<file path="config.mk">
export PLATFORM = sky130hd
export DESIGN_NAME = epd_ctrl_top
export DESIGN_NICKNAME = d
export VERILOG_FILES = /design/src/logic/epd_cmd_pkg.sv /design/src/logic/epd_timing_pkg.sv /design/src/logic/spi_byte_if.sv /design/src/logic/busy_monitor.sv /design/src/logic/epd_ctrl_top.sv /design/src/logic/epd_sequencer.sv /design/src/logic/init_cmd_rom.sv /design/src/logic/spi_byte_tx.sv
export SDC_FILE = /design/constraint.sdc
export NUM_CORES = 1
export LEC_CHECK = 0
export ABC_CLOCK_PERIOD_IN_PS = 3200
export BUFFER_PORTS_ARGS = -buffer_cell sky130_fd_sc_hd__buf_2
export CAP_MARGIN = 20
export CORE_ASPECT_RATIO = 0.5
export CORE_MARGIN = 4
export CORE_UTILIZATION = 50
export DETAILED_ROUTE_END_ITERATION = 10
export PLACE_DENSITY = 0.67
export SYNTH_ARGS = -nofsm -noshare
export SYNTH_HDL_FRONTEND = slang
export SYNTH_HIERARCHICAL = 1
export SYNTH_SLANG_ARGS = --single-unit
</file>
<file path="constraint.sdc">
create_clock -name clk -period 3.2 [get_ports clk]
set_input_delay 0.48 -clock clk [delete_from_list [all_inputs] [get_ports clk]]
set_output_delay 0.48 -clock clk [all_outputs]
set_load 0.01 [all_outputs]
</file>
<file path="src/logic/epd_cmd_pkg.sv">
package epd_cmd_pkg;

    typedef logic [7:0] epd_byte_t;

    // Bit 8 set marks a data byte, clear marks a command
    typedef logic [8:0] init_entry_t;

    localparam epd_byte_t CMD_WRITE_BW    = 8'h24;
    localparam epd_byte_t CMD_WRITE_RED   = 8'h26;
    localparam epd_byte_t CMD_UPDATE_CTRL = 8'h22;
    localparam epd_byte_t UPDATE_MODE     = 8'hF7;
    localparam epd_byte_t CMD_MASTER_ACT  = 8'h20;
    localparam epd_byte_t CMD_DEEP_SLEEP  = 8'h10;
    localparam epd_byte_t SLEEP_MODE      = 8'h01;
    localparam epd_byte_t FILL_WHITE      = 8'hFF;

    localparam int INIT_LEN = 12;

    localparam init_entry_t INIT_TABLE [INIT_LEN] = '{
        {1'b0, 8'h12},                               // Soft reset
        {1'b0, 8'h01}, {1'b1, 8'h03}, {1'b1, 8'h00}, {1'b1, 8'h00},
        {1'b0, 8'h11}, {1'b1, 8'h03},                // X and Y increment
        {1'b0, 8'h44}, {1'b1, 8'h00}, {1'b1, 8'h01}, // RAM X window
        {1'b0, 8'h3C}, {1'b1, 8'h05}                 // Border waveform
    };

endpackage

</file>
<file path="src/logic/epd_timing_pkg.sv">
package epd_timing_pkg;

    // Small test geometry
    localparam int EPD_WIDTH  = 16;
    localparam int EPD_HEIGHT = 4;

    // One bit per pixel, so eight pixels per byte
    localparam int BUFFER_BYTES = (EPD_WIDTH / 8) * EPD_HEIGHT;

    typedef logic [$clog2(BUFFER_BYTES + 1)-1:0] buf_count_t;

    // Length of each panel reset phase
    localparam int STARTUP_WAIT = 8;

    // Upper bound on any wait for the busy line
    localparam int BUSY_TIMEOUT = 200;

    typedef logic [15:0] wait_count_t;

    typedef logic [3:0] init_addr_t;

endpackage

</file>
<file path="src/logic/spi_byte_if.sv">
interface spi_byte_if;
    import epd_cmd_pkg::*;

    epd_byte_t tx_byte;
    logic      tx_start;
    logic      tx_busy;
    logic      tx_done;

    // Start is a single-cycle pulse, only while busy is low
    modport sequencer (
        output tx_byte, tx_start,
        input  tx_busy, tx_done
    );

    modport serializer (
        input  tx_byte, tx_start,
        output tx_busy, tx_done
    );

endinterface

</file>
<file path="src/logic/busy_monitor.sv">
module busy_monitor (
    input  logic clk,
    input  logic reset_n,
    input  logic wait_start,
    input  logic epd_busy,
    output logic wait_end
);
    import epd_timing_pkg::*;

    typedef enum logic [1:0] {MON_IDLE, MON_ARMING, MON_WAITING} mon_state_t;

    mon_state_t  state;
    wait_count_t timer;
    logic        finish;

    // Timer holds the cycles elapsed since the start pulse
    assign finish = !epd_busy || timer == wait_count_t'(BUSY_TIMEOUT - 1);

    always_ff @(posedge clk or negedge reset_n) begin
        if (!reset_n) begin
            state    <= MON_IDLE;
            timer    <= '0;
            wait_end <= 1'b0;
        end else begin
            wait_end <= 1'b0;
            case (state)
                MON_IDLE: begin
                    // Busy is not sampled in the start cycle itself
                    if (wait_start) begin
                        state <= MON_ARMING;
                        timer <= wait_count_t'(1);
                    end
                end
                MON_ARMING: begin
                    // First look at the panel, busy may already be up
                    timer <= timer + 1'b1;
                    if (finish) begin
                        wait_end <= 1'b1;
                        state    <= MON_IDLE;
                    end else begin
                        state <= MON_WAITING;
                    end
                end
                default: begin
                    timer <= timer + 1'b1;
                    if (finish) begin
                        wait_end <= 1'b1;
                        state    <= MON_IDLE;
                    end
                end
            endcase
        end
    end

endmodule

</file>
<file path="src/logic/epd_ctrl_top.sv">
module epd_ctrl_top (
    input  logic clk,
    input  logic reset_n,
    input  logic epd_busy,
    output logic epd_sclk,
    output logic epd_sdin,
    output logic epd_cs,
    output logic epd_dc,
    output logic epd_res,
    output logic sequence_done
);
    import epd_cmd_pkg::*;
    import epd_timing_pkg::*;

    init_addr_t init_addr;
    epd_byte_t  init_byte;
    logic       init_is_data;
    logic       wait_start;
    logic       wait_end;

    spi_byte_if byte_link ();

    spi_byte_tx u_spi_byte_tx (
        .clk     (clk),
        .reset_n (reset_n),
        .link    (byte_link.serializer),
        .sclk    (epd_sclk),
        .sdin    (epd_sdin)
    );

    busy_monitor u_busy_monitor (
        .clk        (clk),
        .reset_n    (reset_n),
        .wait_start (wait_start),
        .epd_busy   (epd_busy),
        .wait_end   (wait_end)
    );

    init_cmd_rom u_init_cmd_rom (
        .init_addr    (init_addr),
        .init_byte    (init_byte),
        .init_is_data (init_is_data)
    );

    epd_sequencer u_epd_sequencer (
        .clk           (clk),
        .reset_n       (reset_n),
        .link          (byte_link.sequencer),
        .init_addr     (init_addr),
        .init_byte     (init_byte),
        .init_is_data  (init_is_data),
        .wait_start    (wait_start),
        .wait_end      (wait_end),
        .epd_cs        (epd_cs),
        .epd_dc        (epd_dc),
        .epd_res       (epd_res),
        .sequence_done (sequence_done)
    );

endmodule

</file>
<file path="src/logic/epd_sequencer.sv">
module epd_sequencer (
    input  logic                       clk,
    input  logic                       reset_n,
    spi_byte_if.sequencer              link,
    output epd_timing_pkg::init_addr_t init_addr,
    input  epd_cmd_pkg::epd_byte_t     init_byte,
    input  logic                       init_is_data,
    output logic                       wait_start,
    input  logic                       wait_end,
    output logic                       epd_cs,
    output logic                       epd_dc,
    output logic                       epd_res,
    output logic                       sequence_done
);
    import epd_cmd_pkg::*;
    import epd_timing_pkg::*;

    typedef enum logic [2:0] {
        ST_RESET, ST_INIT, ST_INIT_WAIT, ST_CLEAR, ST_UPDATE, ST_SLEEP, ST_DONE
    } state_t;

    typedef enum logic [1:0] {STEP_ISSUE, STEP_XFER, STEP_BUSY} step_t;

    state_t      state;
    step_t       step;
    wait_count_t count;
    buf_count_t  byte_cnt;
    logic        second_buf;
    epd_byte_t   next_byte;
    logic        next_is_data;
    logic        issue;

    // Byte to send next in the current stage
    always_comb begin
        next_byte    = init_byte;
        next_is_data = init_is_data;
        case (state)
            ST_CLEAR: begin
                if (byte_cnt == '0) begin
                    next_byte    = second_buf ? CMD_WRITE_RED : CMD_WRITE_BW;
                    next_is_data = 1'b0;
                end else begin
                    next_byte    = FILL_WHITE;
                    next_is_data = 1'b1;
                end
            end
            ST_UPDATE: begin
                case (byte_cnt)
                    buf_count_t'(0): next_byte = CMD_UPDATE_CTRL;
                    buf_count_t'(1): next_byte = UPDATE_MODE;
                    default:         next_byte = CMD_MASTER_ACT;
                endcase
                next_is_data = byte_cnt == buf_count_t'(1);
            end
            ST_SLEEP: begin
                next_byte    = (byte_cnt == '0) ? CMD_DEEP_SLEEP : SLEEP_MODE;
                next_is_data = byte_cnt != '0;
            end
            default: ;
        endcase
    end

    assign issue = state inside {ST_INIT, ST_CLEAR, ST_UPDATE, ST_SLEEP}
                   && step == STEP_ISSUE && !link.tx_busy;

    assign sequence_done = state == ST_DONE;

    always_ff @(posedge clk) begin
        if (issue) begin
            link.tx_byte <= next_byte;
        end
    end

    always_ff @(posedge clk or negedge reset_n) begin
        if (!reset_n) begin
            state         <= ST_RESET;
            step          <= STEP_ISSUE;
            count         <= '0;
            byte_cnt      <= '0;
            second_buf    <= 1'b0;
            init_addr     <= '0;
            link.tx_start <= 1'b0;
            wait_start    <= 1'b0;
            epd_cs        <= 1'b1;
            epd_dc        <= 1'b0;
            epd_res       <= 1'b1;
        end else begin
            link.tx_start <= 1'b0;
            wait_start    <= 1'b0;

            if (issue) begin
                epd_cs        <= 1'b0;
                epd_dc        <= next_is_data;
                link.tx_start <= 1'b1;
                step          <= STEP_XFER;
            end

            if (state == ST_RESET) begin
                // Panel reset line goes high, low, high
                count <= count + 1'b1;
                if (count == wait_count_t'(STARTUP_WAIT - 1)) begin
                    epd_res <= 1'b0;
                end
                if (count == wait_count_t'(2 * STARTUP_WAIT - 1)) begin
                    epd_res <= 1'b1;
                end
                if (count == wait_count_t'(3 * STARTUP_WAIT - 1)) begin
                    state <= ST_INIT;
                end
            end else if (step == STEP_XFER && link.tx_done) begin
                case (state)
                    ST_INIT: begin
                        epd_cs <= 1'b1;
                        // Busy wait after soft reset and after the last entry
                        if (init_addr == '0 || init_addr == init_addr_t'(INIT_LEN - 1)) begin
                            wait_start <= 1'b1;
                            step       <= STEP_BUSY;
                        end else begin
                            init_addr <= init_addr + 1'b1;
                            step      <= STEP_ISSUE;
                        end
                        if (init_addr == init_addr_t'(INIT_LEN - 1)) begin
                            state <= ST_INIT_WAIT;
                        end
                    end
                    ST_CLEAR: begin
                        step <= STEP_ISSUE;
                        if (byte_cnt == buf_count_t'(BUFFER_BYTES)) begin
                            epd_cs     <= 1'b1;
                            byte_cnt   <= '0;
                            second_buf <= 1'b1;
                            if (second_buf) begin
                                state <= ST_UPDATE;
                            end
                        end else begin
                            byte_cnt <= byte_cnt + 1'b1;
                        end
                    end
                    ST_UPDATE: begin
                        if (byte_cnt == buf_count_t'(2)) begin
                            epd_cs     <= 1'b1;
                            wait_start <= 1'b1;
                            step       <= STEP_BUSY;
                        end else begin
                            byte_cnt <= byte_cnt + 1'b1;
                            step     <= STEP_ISSUE;
                        end
                    end
                    default: begin
                        // Sleep command then its mode byte
                        step <= STEP_ISSUE;
                        if (byte_cnt == buf_count_t'(1)) begin
                            epd_cs <= 1'b1;
                            state  <= ST_DONE;
                        end else begin
                            byte_cnt <= byte_cnt + 1'b1;
                        end
                    end
                endcase
            end else if (step == STEP_BUSY && wait_end) begin
                step <= STEP_ISSUE;
                case (state)
                    ST_INIT:      init_addr <= init_addr + 1'b1;
                    ST_INIT_WAIT: state <= ST_CLEAR;
                    default: begin
                        byte_cnt <= '0;
                        state    <= ST_SLEEP;
                    end
                endcase
            end
        end
    end

endmodule

</file>
<file path="src/logic/init_cmd_rom.sv">
module init_cmd_rom (
    input  epd_timing_pkg::init_addr_t init_addr,
    output epd_cmd_pkg::epd_byte_t     init_byte,
    output logic                       init_is_data
);
    import epd_cmd_pkg::*;

    init_entry_t entry;

    // Out-of-range addresses give a zero command
    always_comb begin
        case (init_addr) inside
            [0:INIT_LEN-1]: entry = INIT_TABLE[init_addr];
            default:        entry = '0;
        endcase
    end

    assign init_byte    = entry[7:0];
    assign init_is_data = entry[8];

endmodule

</file>
<file path="src/logic/spi_byte_tx.sv">
module spi_byte_tx (
    input  logic              clk,
    input  logic              reset_n,
    spi_byte_if.serializer    link,
    output logic              sclk,
    output logic              sdin
);
    import epd_cmd_pkg::*;

    epd_byte_t  shift_q;
    logic [2:0] bit_idx;
    logic       busy_q;
    logic       done_q;

    assign link.tx_busy = busy_q;
    assign link.tx_done = done_q;

    // Byte held for the whole transfer
    always_ff @(posedge clk) begin
        if (link.tx_start && !busy_q) begin
            shift_q <= link.tx_byte;
        end
    end

    always_ff @(posedge clk or negedge reset_n) begin
        if (!reset_n) begin
            sclk    <= 1'b0;
            sdin    <= 1'b0;
            bit_idx <= 3'd0;
            busy_q  <= 1'b0;
            done_q  <= 1'b0;
        end else begin
            done_q <= 1'b0;
            if (!busy_q) begin
                sclk <= 1'b0;
                if (link.tx_start) begin
                    busy_q  <= 1'b1;
                    bit_idx <= 3'd7;
                    sdin    <= link.tx_byte[7];
                end
            end else if (sclk) begin
                // Falling edge, next bit goes out while clock is low
                sclk    <= 1'b0;
                bit_idx <= bit_idx - 3'd1;
                sdin    <= shift_q[bit_idx - 3'd1];
            end else begin
                sclk <= 1'b1;
                // Eighth high phase overlaps the done cycle
                if (bit_idx == 3'd0) begin
                    busy_q <= 1'b0;
                    done_q <= 1'b1;
                end
            end
        end
    end

endmodule

</file>
==> reports/metrics.csv, run 1 <==
stage;metric;value;unit
detailed_routing;detailed-route via count;3138;
yosys;synth top area cells;dfrtp_1, edfxtp_1, ha_1, nand2_1, o21ai_0;
yosys;cell count after synthesis;411;
worst_setup_path;Crit. Startpoint;u_epd_sequencer/state[1];
die;Core Region;8120;µm²
grt;vias in the first global route;2982;
finish;share of cells above drive strength 1;11.6;%
clock_network;Bufs on Longest Clock Path;2;
clock_network;# clock sinks;77;
timing;Fmax;0.412;GHz
place;DP Area;4340;µm²
worst_setup_path;CP arrival;2.64;ns
yosys;sequential fraction of the synthesis area;47.7;%
outcome;status;complete, no violations;
finish;final core utilization;57.6;%
grt;total grt overflow;0;
clock_network;clk_lat worst skew;0.33;ns
grt;first-pass GRT wire length;14700;µm
die;die area;10100;µm²
finish;Layout fillers;686;
die;Starting Density;52.0;%
detailed_routing;Routed WL;8510;µm
die;die width;138;µm
timing;setup violators final;0;
detailed_routing;initial drt markers;323;
worst_hold_path;hold path startpoint;epd_busy;
yosys;top-count cell post-synth;dfrtp_1;
clock_network;clock root cell;clkbuf_16;
power;leakage;2.04;nW
finish;area grow syn2layout;10.9;%
power;maximum vdd drop;0.260;mV
place;PortBufs;8;
detailed_routing;1st-pass router iterations;5;
detailed_routing;routed len/inst;15.9;µm
detailed_routing;antenna-violating nets left;0;
finish;Nets;437;
place;Final HPWL DP;5940;µm
timing;Max Slew Vio Count;0;
clock_network;CTS buffer count;9;
worst_hold_path;min-delay worst type;input port to flop;
yosys;Synth top cells by count;dfrtp_1, nand2_1, nor2_1;
yosys;FFs w/ async S/R, synth;79.2;%
yosys;synthesized cell area;4220;µm²
power;PwrDens;480;nW/µm²
clock_network;H-tree lvl count;3;
timing;Fin. Hold Viols;0;
clock_network;Post-CTS Setup Bufs;0;
clock_network;Reg clk slew, reported paths;0.06;ns
yosys;largest area contributor in the netlist;dfrtp_1;
finish;fin area;4670;µm²
worst_setup_path;critical path fanouts, max;30;
worst_setup_path;CP endpoint kind;flop;
worst_setup_path;CP Class;flop to flop;
finish;Diodes inserted;0;
timing;setup_tns;0;ns
die;height of the die;72.9;µm
yosys;EDFF count, synth;16;
detailed_routing;number of vias per cell;5.85;
yosys;Syn Area/Cell;10.3;µm²
worst_setup_path;Req. time, crit path;3.41;ns
timing;RSZ-0062 raised after global routing;false;
flow_run;Max-cap violations;0;
yosys;Ys Warns;6;
grt;Total Routing Usage GR;18.8;%
detailed_routing;Residual DRC;0;
place;GP Congestion;0.911;
worst_setup_path;r2r startpoint;u_epd_sequencer/state[1];
yosys;Yosys cell types;73;
yosys;Post-Syn Nets;429;
timing;Tightest Pin Transition;1.00;ns
timing;fin worst setup slack;0.771;ns
timing;Slew headroom;33.3;%
die;Rows;23;
yosys;Synth Flop Type;dfrtp_1;
yosys;#FFs+latches synth;77;
worst_setup_path;crit path launch type;flop;
timing;Final min period;2.43;ns
timing;final period utilization;75.9;%
grt;initial antenna violation count;0;
clock_network;CTS tree;done;
grt;largest net degree at the start of global routing;46;
yosys;area share of the leading cell type in the synthesized netlist;35.0;%
place;Place WS;0.822;ns
die;I/O pin total;9;
timing;clock skew;0.00499;ns
stage by stage:
stage	instances	hold slack [ns]	total power, W
2_1_floorplan	411	0.184	0.00118
6_report	536	0.401	0.00224
3_3_place_gp	518	0.403	0.00123
4_1_cts	534	0.341	0.00227
5_1_grt	536	0.393	0.00234
3_5_place_dp	518	0.415	0.00123
sequential cells by signal (all words and copies together), names as in the netlist, 2 cells and up:
signal,flops
u_busy_monitor/state,2
u_epd_sequencer/init_addr,4
u_epd_sequencer/count,16
u_epd_sequencer/byte_cnt,4
u_spi_byte_tx/bit_idx,3
u_busy_monitor/timer,16
u_epd_sequencer/step,2
u_epd_sequencer/state,3
u_spi_byte_tx/shift_q,8
u_epd_sequencer/link.tx_byte,8
cell type report:
class / count / area [µm²] / area share (%)
Timing Repair Buffer: 13 / 92.6 / 1.98
Clock buffer: 11 / 243 / 5.19
Sequential cell: 77 / 2010 / 43.0
Multi-Input combinational cell: 299 / 2060 / 44.1
Inverter: 19 / 71.3 / 1.53
Tap cell: 112 / 140 / 3.00
Clock inverter: 5 / 57.6 / 1.23
what timing repair did:
| action | in CTS | in global routing |
|---|---|---|
| hold buffers | 0 | 1 |
| resized for setup | 0 | 0 |
| hold endpoints to repair | 0 | 4 |
final timing paths:
check,endpoint,slack [ns],cells after the start
setup / recovery,u_epd_sequencer/byte_cnt[0],0.77,5
hold / removal,u_busy_monitor/state[1],0.40,3
setup reg to reg,u_epd_sequencer/byte_cnt[0],0.77,5
hold reg to reg,u_spi_byte_tx/shift_q[2],0.43,0
max in group asynchronous,u_epd_sequencer/epd_res,2.00,4
min in group asynchronous,u_busy_monitor/timer[7],0.50,2
critical path, cell delays in order, from the launching register on:
cell      delay, ns
dfrtp_1        1.00
nand2b_1       0.27
nor4_1         0.10
a211o_1        0.36
or2_4          0.27
mux2_1         0.31
where the power goes:
part,internal (W),switching [W]
clock,0.000627,0.000395
combinational,0.0000683,0.0000875
sequential,0.00103,0.0000298
total,0.00173,0.000513
placed cells by master (no fill, tap or decap), drive strengths merged, types with 7 or more instances in the layout:
cell type,instances
mux2i,10
and2,7
xor2,10
a21oi,15
clkbuf,11
ha,15
o21ai,28
nand3,14
nand4,9
inv,21
edfxtp,16
buf,12
dfrtp,59
nand2,47
xnor2,13
nor2,29
nor3,9
cell families after synthesis:
family          count (synthesis)  share of synthesized area (%)
other cells                     1                         0.0889
buf+inv                        35                           3.47
simple gates                  153                           19.5
fa+ha+maj                      15                           4.45
compound gates                 91                           15.3
mux                            16                           4.69
xor+xnor                       23                           4.78
flops                          77                           47.7
routing by layer:
metal | GRT usage (%) | share of wire [%] | vias to the layer above
li1 | - | - | 1509
met1 | 26.2 | 46 | 1542
met2 | 28.6 | 47 | 77
met3 | 6.61 | 6.3 | 10
met4 | 4.16 | 0.80 | 0
met5 | 0 | 0 | -
Power figures use the tool's default switching activity.
==> inputs of run 2 (changes only) <==
--- a/config.mk
+++ b/config.mk
@@ -5,14 +5,14 @@
 export SDC_FILE = /design/constraint.sdc
 export NUM_CORES = 1
 export LEC_CHECK = 0
-export ABC_CLOCK_PERIOD_IN_PS = 3200
+export ABC_CLOCK_PERIOD_IN_PS = 2200
 export BUFFER_PORTS_ARGS = -buffer_cell sky130_fd_sc_hd__buf_2
 export CAP_MARGIN = 20
 export CORE_ASPECT_RATIO = 0.5
 export CORE_MARGIN = 4
 export CORE_UTILIZATION = 50
 export DETAILED_ROUTE_END_ITERATION = 10
-export PLACE_DENSITY = 0.67
+export PLACE_DENSITY = 0.69
 export SYNTH_ARGS = -nofsm -noshare
 export SYNTH_HDL_FRONTEND = slang
 export SYNTH_HIERARCHICAL = 1
==> constraint.sdc (replaced) <==
create_clock -name clk -period 2.2 [get_ports clk]
set_input_delay 0.33 -clock clk [delete_from_list [all_inputs] [get_ports clk]]
set_output_delay 0.33 -clock clk [all_outputs]
set_load 0.01 [all_outputs]
==> reports/metrics.csv, run 2 (synthesized netlist as in run 1, its figures left out) <==
stage;metric;value;unit;change
finish;final core utilization;58.7;%;+1.1 points
finish;Diodes inserted;0;;unchanged
power;PwrDens;701;nW/µm²;+46%
grt;Total Routing Usage GR;18.9;%;+0.11 points
grt;vias in the first global route;2999;;+0.57%
detailed_routing;1st-pass router iterations;4;;-1
grt;first-pass GRT wire length;14700;µm;about the same
worst_setup_path;Crit. Startpoint;u_epd_sequencer/byte_cnt[1];;
die;I/O pin total;9;;unchanged
place;PortBufs;8;;unchanged
die;die area;10100;µm²;unchanged
finish;fin cells;545;;+1.7%
worst_setup_path;crit-path cells;inv_1, ha_1, nor3b_1, o21ai_1, a221oi_2, or2_4, mux2_1;;
detailed_routing;Routed WL;8490;µm;-0.16%
timing;final period utilization;92.6;%;+17 points
clock_network;Reg clk slew, reported paths;0.06;ns;about the same
timing;setup violators final;0;;unchanged
power;leakage;2.09;nW;+2.8%
timing;Max Slew Vio Count;0;;unchanged
finish;most common cell after layout, fill and taps aside;dfrtp_1;;
worst_setup_path;slowest cell on the critical path;dfrtp_1;;
timing;WHS;-0.00837;ns;-0.410 ns
clock_network;clock root cell;clkbuf_16;;
clock_network;CTS buffer count;9;;unchanged
worst_setup_path;r2r startpoint;u_epd_sequencer/byte_cnt[1];;
worst_setup_path;CP endpoint kind;flop;;
finish;Nets;446;;+2.1%
place;Final HPWL DP;6160;µm;+3.8%
timing;Tightest Pin Transition;0.661;ns;-0.340 ns
timing;Slew headroom;55.8;%;+23 points
finish;share of cells above drive strength 1;14.1;%;+2.5 points
die;height of the die;72.9;µm;unchanged
timing;clock skew;0.00898;ns;+0.00400 ns
finish;area grow syn2layout;13.0;%;
flow_run;Max-cap violations;0;;unchanged
outcome;status;complete, but fails checks;;
worst_setup_path;CP arrival;2.25;ns;-0.39 ns
timing;Fin. Hold Viols;6;;+6
worst_hold_path;min-delay worst type;input port to asynchronous set/reset pin;;
outcome;violated checks;hold timing;;
detailed_routing;routed len/inst;15.6;µm;-1.8%
timing;setup_tns;0;ns;unchanged
grt;largest net degree at the start of global routing;62;;+35%
worst_setup_path;CP Class;flop to flop;;
grt;total grt overflow;0;;unchanged
finish;most frequent cells in the layout;dfrtp_1, nand2_1, nor2_1;;
clock_network;# clock sinks;77;;unchanged
worst_setup_path;Req. time, crit path;2.41;ns;-1.00 ns
timing;RSZ-0062 raised after global routing;false;;
place;Placed Cells;529;;+2.1%
grt;initial antenna violation count;0;;unchanged
worst_setup_path;Reg2Reg Setup Slack;0.16;ns;-0.61 ns
detailed_routing;Residual DRC;0;;unchanged
die;Starting Density;52.0;%;unchanged
clock_network;Bufs on Longest Clock Path;2;;unchanged
clock_network;clk_lat worst skew;0.34;ns;about the same
die;Rows;23;;unchanged
detailed_routing;detailed-route via count;3081;;-1.8%
clock_network;CTS tree;done;;
die;Core Region;8120;µm²;unchanged
place;GP Congestion;0.890;;-2.3%
timing;Fmax;0.491;GHz;+19%
clock_network;H-tree lvl count;3;;unchanged
detailed_routing;initial drt markers;216;;-33%
timing;Final min period;2.04;ns;-0.391 ns
worst_setup_path;max incr delay on CP;0.42;ns;-0.58 ns
worst_setup_path;crit path launch type;flop;;
finish;top flop regs;u_busy_monitor/timer (16), u_epd_sequencer/count (16);;
power;maximum vdd drop;0.343;mV;+32%
die;die width;138;µm;unchanged
detailed_routing;number of vias per cell;5.65;;-3.4%
worst_setup_path;critical path fanouts, max;5;;-83%
detailed_routing;antenna-violating nets left;0;;unchanged
## run 2: stage by stage
step / instance area [µm²] / worst slack, ns / total power [W]
final: 4770 / 0.162 / 0.00334
after global routing: 4770 / 0.0149 / 0.00350
after CTS: 4760 / 0.168 / 0.00338
after detailed placement: 4440 / 0.184 / 0.00180
after global placement: 4440 / 0.241 / 0.00178
after floorplan: 4220 / 0.281 / 0.00172
## run 2: where the power goes
part           switching [W]  internal, W  leakage, nW  total, W
Combinational       0.000127    0.0000967        0.992  0.000223
Clock               0.000607     0.000965        0.157   0.00157
Sequential         0.0000403      0.00150        0.943   0.00154
## run 2: repair_timing
item                                    CTS  global route
buffers inserted                          0             0
hold buffers                              0             0
gates resized for setup                   0             1
endpoints found under the setup margin    0             1
## run 2: critical path: cells and delay by family, from the launching register on
kind | cells | cell delay [ns]
AND/OR/NAND/NOR | 2 | 0.50
flip-flops | 1 | 0.42
AO/OA/AOI/OAI | 2 | 0.41
multiplexers | 1 | 0.32
adder cells (fa/ha/maj) | 1 | 0.16
buffers and inverters | 1 | 0.10
## run 2: layer usage
metal  vias to the layer above  routed length [µm]  GRT usage [%]
li1                       1522                   -              -
met1                      1476                4030           25.3
met2                        75                3950           29.8
met3                         8                 415           5.79
met4                         0                  93           5.91
met5                         -                   0              0
## run 2: final cells by class
class | instances | area [µm²]
well taps | 112 | 140
clock inverters | 6 | 75.1
repair buffers | 22 | 158
fillers | 668 | 3350
flip-flops and latches | 77 | 2010
inverters | 19 | 71.3
multi-input cells | 299 | 2060
clock buffers | 10 | 250
## run 2: worst paths after layout
path                                                     to  cells after the start
worst min register to register     u_spi_byte_tx/shift_q[1]                      0
max in group asynchronous            u_epd_sequencer/epd_cs                      2
worst min-delay path                u_busy_monitor/timer[8]                      2
worst max-delay path            u_epd_sequencer/byte_cnt[0]                      7
worst max register to register  u_epd_sequencer/byte_cnt[0]                      7
min in group clk                    u_busy_monitor/state[1]                      3
==> inputs of run 3 (changes only) <==
--- a/config.mk
+++ b/config.mk
@@ -13,6 +13,7 @@
 export CORE_UTILIZATION = 50
 export DETAILED_ROUTE_END_ITERATION = 10
 export PLACE_DENSITY = 0.69
+export RECOVER_POWER = 100
 export SYNTH_ARGS = -nofsm -noshare
 export SYNTH_HDL_FRONTEND = slang
 export SYNTH_HIERARCHICAL = 1
==> reports/metrics.csv, run 3 (synthesized netlist as in run 1, its figures left out) <==
stage;metric;value;unit;change
finish;fin cells;545;;unchanged
clock_network;CTS tree;done;;
flow_run;Max-cap violations;1;;+1
timing;Slew headroom;0.0132;%;-56 points
power;PwrDens;709;nW/µm²;+1.2%
worst_setup_path;crit-path cells;inv_1, ha_1, or3b_1, and2_0, a221oi_1, a31oi_1;;
detailed_routing;Residual DRC;0;;unchanged
detailed_routing;Routed WL;8520;µm;+0.34%
outcome;violated checks;capacitance limit;;
clock_network;H-tree lvl count;3;;unchanged
power;Combinational Power Share;6.5;%;-0.2 points
power;leakage;2.05;nW;-2.1%
timing;Tightest Pin Transition;1.50;ns;+0.839 ns
worst_setup_path;Req. time, crit path;2.26;ns;-0.15 ns
detailed_routing;1st-pass router iterations;5;;+1
worst_setup_path;reg2reg end;u_epd_sequencer/link.tx_byte[6];;
worst_setup_path;CP delay by family, top;simple AND/OR/NAND/NOR gates;;
worst_hold_path;hold endpoint;u_busy_monitor/state[1];;
clock_network;Reg clk slew, reported paths;0.06;ns;about the same
worst_hold_path;Hold Path Cell Cnt;3;;
grt;initial antenna violation count;0;;unchanged
place;Placed Cells;529;;unchanged
power;Switching Fraction;23.2;%;+0.051 points
worst_hold_path;min-delay worst type;input port to flop;;
grt;total grt overflow;0;;unchanged
finish;Nets;446;;unchanged
clock_network;Bufs on Longest Clock Path;2;;unchanged
grt;Total Routing Usage GR;18.9;%;unchanged
finish;final core utilization;57.9;%;-0.80 points
worst_setup_path;CP Class;flop to flop;;
grt;vias in the first global route;2999;;unchanged
die;Starting Density;52.0;%;unchanged
die;Core Region;8120;µm²;unchanged
timing;setup_tns;0;ns;unchanged
die;height of the die;72.9;µm;unchanged
power;Psw;0.000774;W;about the same
clock_network;# clock sinks;77;;unchanged
worst_setup_path;max incr delay on CP;0.44;ns;+0.02 ns
die;die width;138;µm;unchanged
finish;most common cell after layout, fill and taps aside;dfrtp_1;;
clock_network;Post-CTS Setup Bufs;0;;unchanged
clock_network;clock root cell;clkbuf_16;;
timing;Fmax;0.488;GHz;-0.59%
worst_setup_path;Buf+Inv Stages, Crit Path;1;;unchanged
worst_setup_path;crit path launch type;flop;;
place;GP Congestion;0.890;;unchanged
power;Power Internal;0.00256;W;-0.22%
finish;top flop regs;u_busy_monitor/timer (16), u_epd_sequencer/count (16);;
worst_setup_path;r2r startpoint;u_epd_sequencer/byte_cnt[0];;
worst_setup_path;CP arrival;2.11;ns;-0.14 ns
worst_setup_path;critical path fanouts, max;6;;+1
worst_setup_path;slowest cell on the critical path;dfrtp_1;;
timing;Max Slew Vio Count;0;;unchanged
outcome;status;complete, but fails checks;;
timing;setup violators final;0;;unchanged
power;Tot Pwr;0.00333;W;-0.15%
worst_hold_path;hold path startpoint;epd_busy;;
timing;RSZ-0062 raised after global routing;false;;
detailed_routing;antenna-violating nets left;0;;unchanged
grt;largest net degree at the start of global routing;62;;unchanged
die;die area;10100;µm²;unchanged
detailed_routing;routed len/inst;15.6;µm;+0.34%
power;sequential share of power;46.3;%;about the same
die;I/O pin total;9;;unchanged
finish;area grow syn2layout;11.5;%;
place;PortBufs;8;;unchanged
timing;final period utilization;93.2;%;+0.55 points
finish;most frequent cells in the layout;dfrtp_1, nand2_1, nor2_1;;
place;Final HPWL DP;6160;µm;unchanged
worst_setup_path;Reg2Reg Setup Slack;0.15;ns;about the same
die;Rows;23;;unchanged
detailed_routing;initial drt markers;222;;+2.8%
clock_network;clk_lat worst skew;0.34;ns;about the same
worst_setup_path;CP endpoint kind;flop;;
timing;Fin. Hold Viols;0;;-6
clock_network;CTS buffer count;9;;unchanged
worst_setup_path;Crit. Startpoint;u_epd_sequencer/byte_cnt[0];;
finish;Diodes inserted;0;;unchanged
finish;Layout fillers;679;;+1.6%
detailed_routing;detailed-route via count;3141;;+1.9%
grt;first-pass GRT wire length;14700;µm;unchanged
detailed_routing;number of vias per cell;5.76;;+1.9%
worst_setup_path;R2R depth;6;;-1
power;maximum vdd drop;0.344;mV;+0.16%
timing;clock skew;0.00826;ns;-0.000725 ns
finish;share of cells above drive strength 1;10.9;%;-3.2 points
power;clock group share of total power;47.2;%;about the same
timing;Final min period;2.05;ns;+0.0121 ns
-- run 3: cell types whose count changed in the layout (fill, tap and decap cells not counted), sizes merged --
cell    before  now
buf         22   12
clkbuf      10   20
-- run 3: cell type report --
cell class	count	area, µm²	share of cell area, %
clock inverters	6	75.1	1.60
inverters	19	71.3	1.52
clock buffers	10	250	5.32
repair buffers	22	123	2.61
well taps	112	140	2.98
multi-input cells	299	2030	43.2
flip-flops and latches	77	2010	42.8
-- run 3: power by group through the flow --
stage	Clock [W]	Sequential (W)	Combinational (W)
after detailed placement	0	0.00157	0.000225
after CTS	0.00161	0.00154	0.000227
after global routing	0.00169	0.00155	0.000247
after floorplan	0	0.00156	0.000152
final	0.00157	0.00154	0.000216
after global placement	0	0.00157	0.000213
-- run 3: worst max-delay path by stage --
stage	slack, ns	cells after the start	endpoint
after floorplan	0.28	7	u_epd_sequencer/byte_cnt[0]
after detailed placement	0.18	6	u_epd_sequencer/link.tx_byte[6]
after CTS	0.17	7	u_epd_sequencer/byte_cnt[0]
after global routing	0.01	7	u_epd_sequencer/byte_cnt[0]
final	0.15	6	u_epd_sequencer/link.tx_byte[6]
after global placement	0.24	7	u_epd_sequencer/link.tx_byte[0]
-- run 3: layer usage --
| layer | GRT usage [%] | share of wire (%) | vias up |
|---|---|---|---|
| met4 | 5.91 | 1.2 | 0 |
| met5 | 0 | 0 | - |
| met2 | 29.8 | 47 | 85 |
| met3 | 5.79 | 4.5 | 14 |
| met1 | 25.3 | 47 | 1518 |
| li1 | - | - | 1524 |
-- run 3: worst reg2reg max path, delay by kind of cell (launching register included) --
family,cells,cell delay (ns)
DFF,1,0.44
adders and majority gates,1,0.18
and+or+nand+nor,2,0.64
AOI/OAI and AO/OA,2,0.41
buffers and inverters,1,0.11
-- run 3: metrics by stage --
stage,setup WS (ns),cell area [µm²],hold WS (ns)
2_1_floorplan,0.281,4220,0.0344
3_3_place_gp,0.241,4440,0.362
3_5_place_dp,0.184,4440,0.364
4_1_cts,0.168,4760,0.00705
5_1_grt,0.0149,4700,0.284
6_report,0.150,4700,0.291
-- run 3: timing repair --
| item | in CTS | in global routing |
|---|---|---|
| resized for setup | 0 | 1 |
| hold buffers | 0 | 0 |
| endpoints found under the setup margin | 0 | 1 |
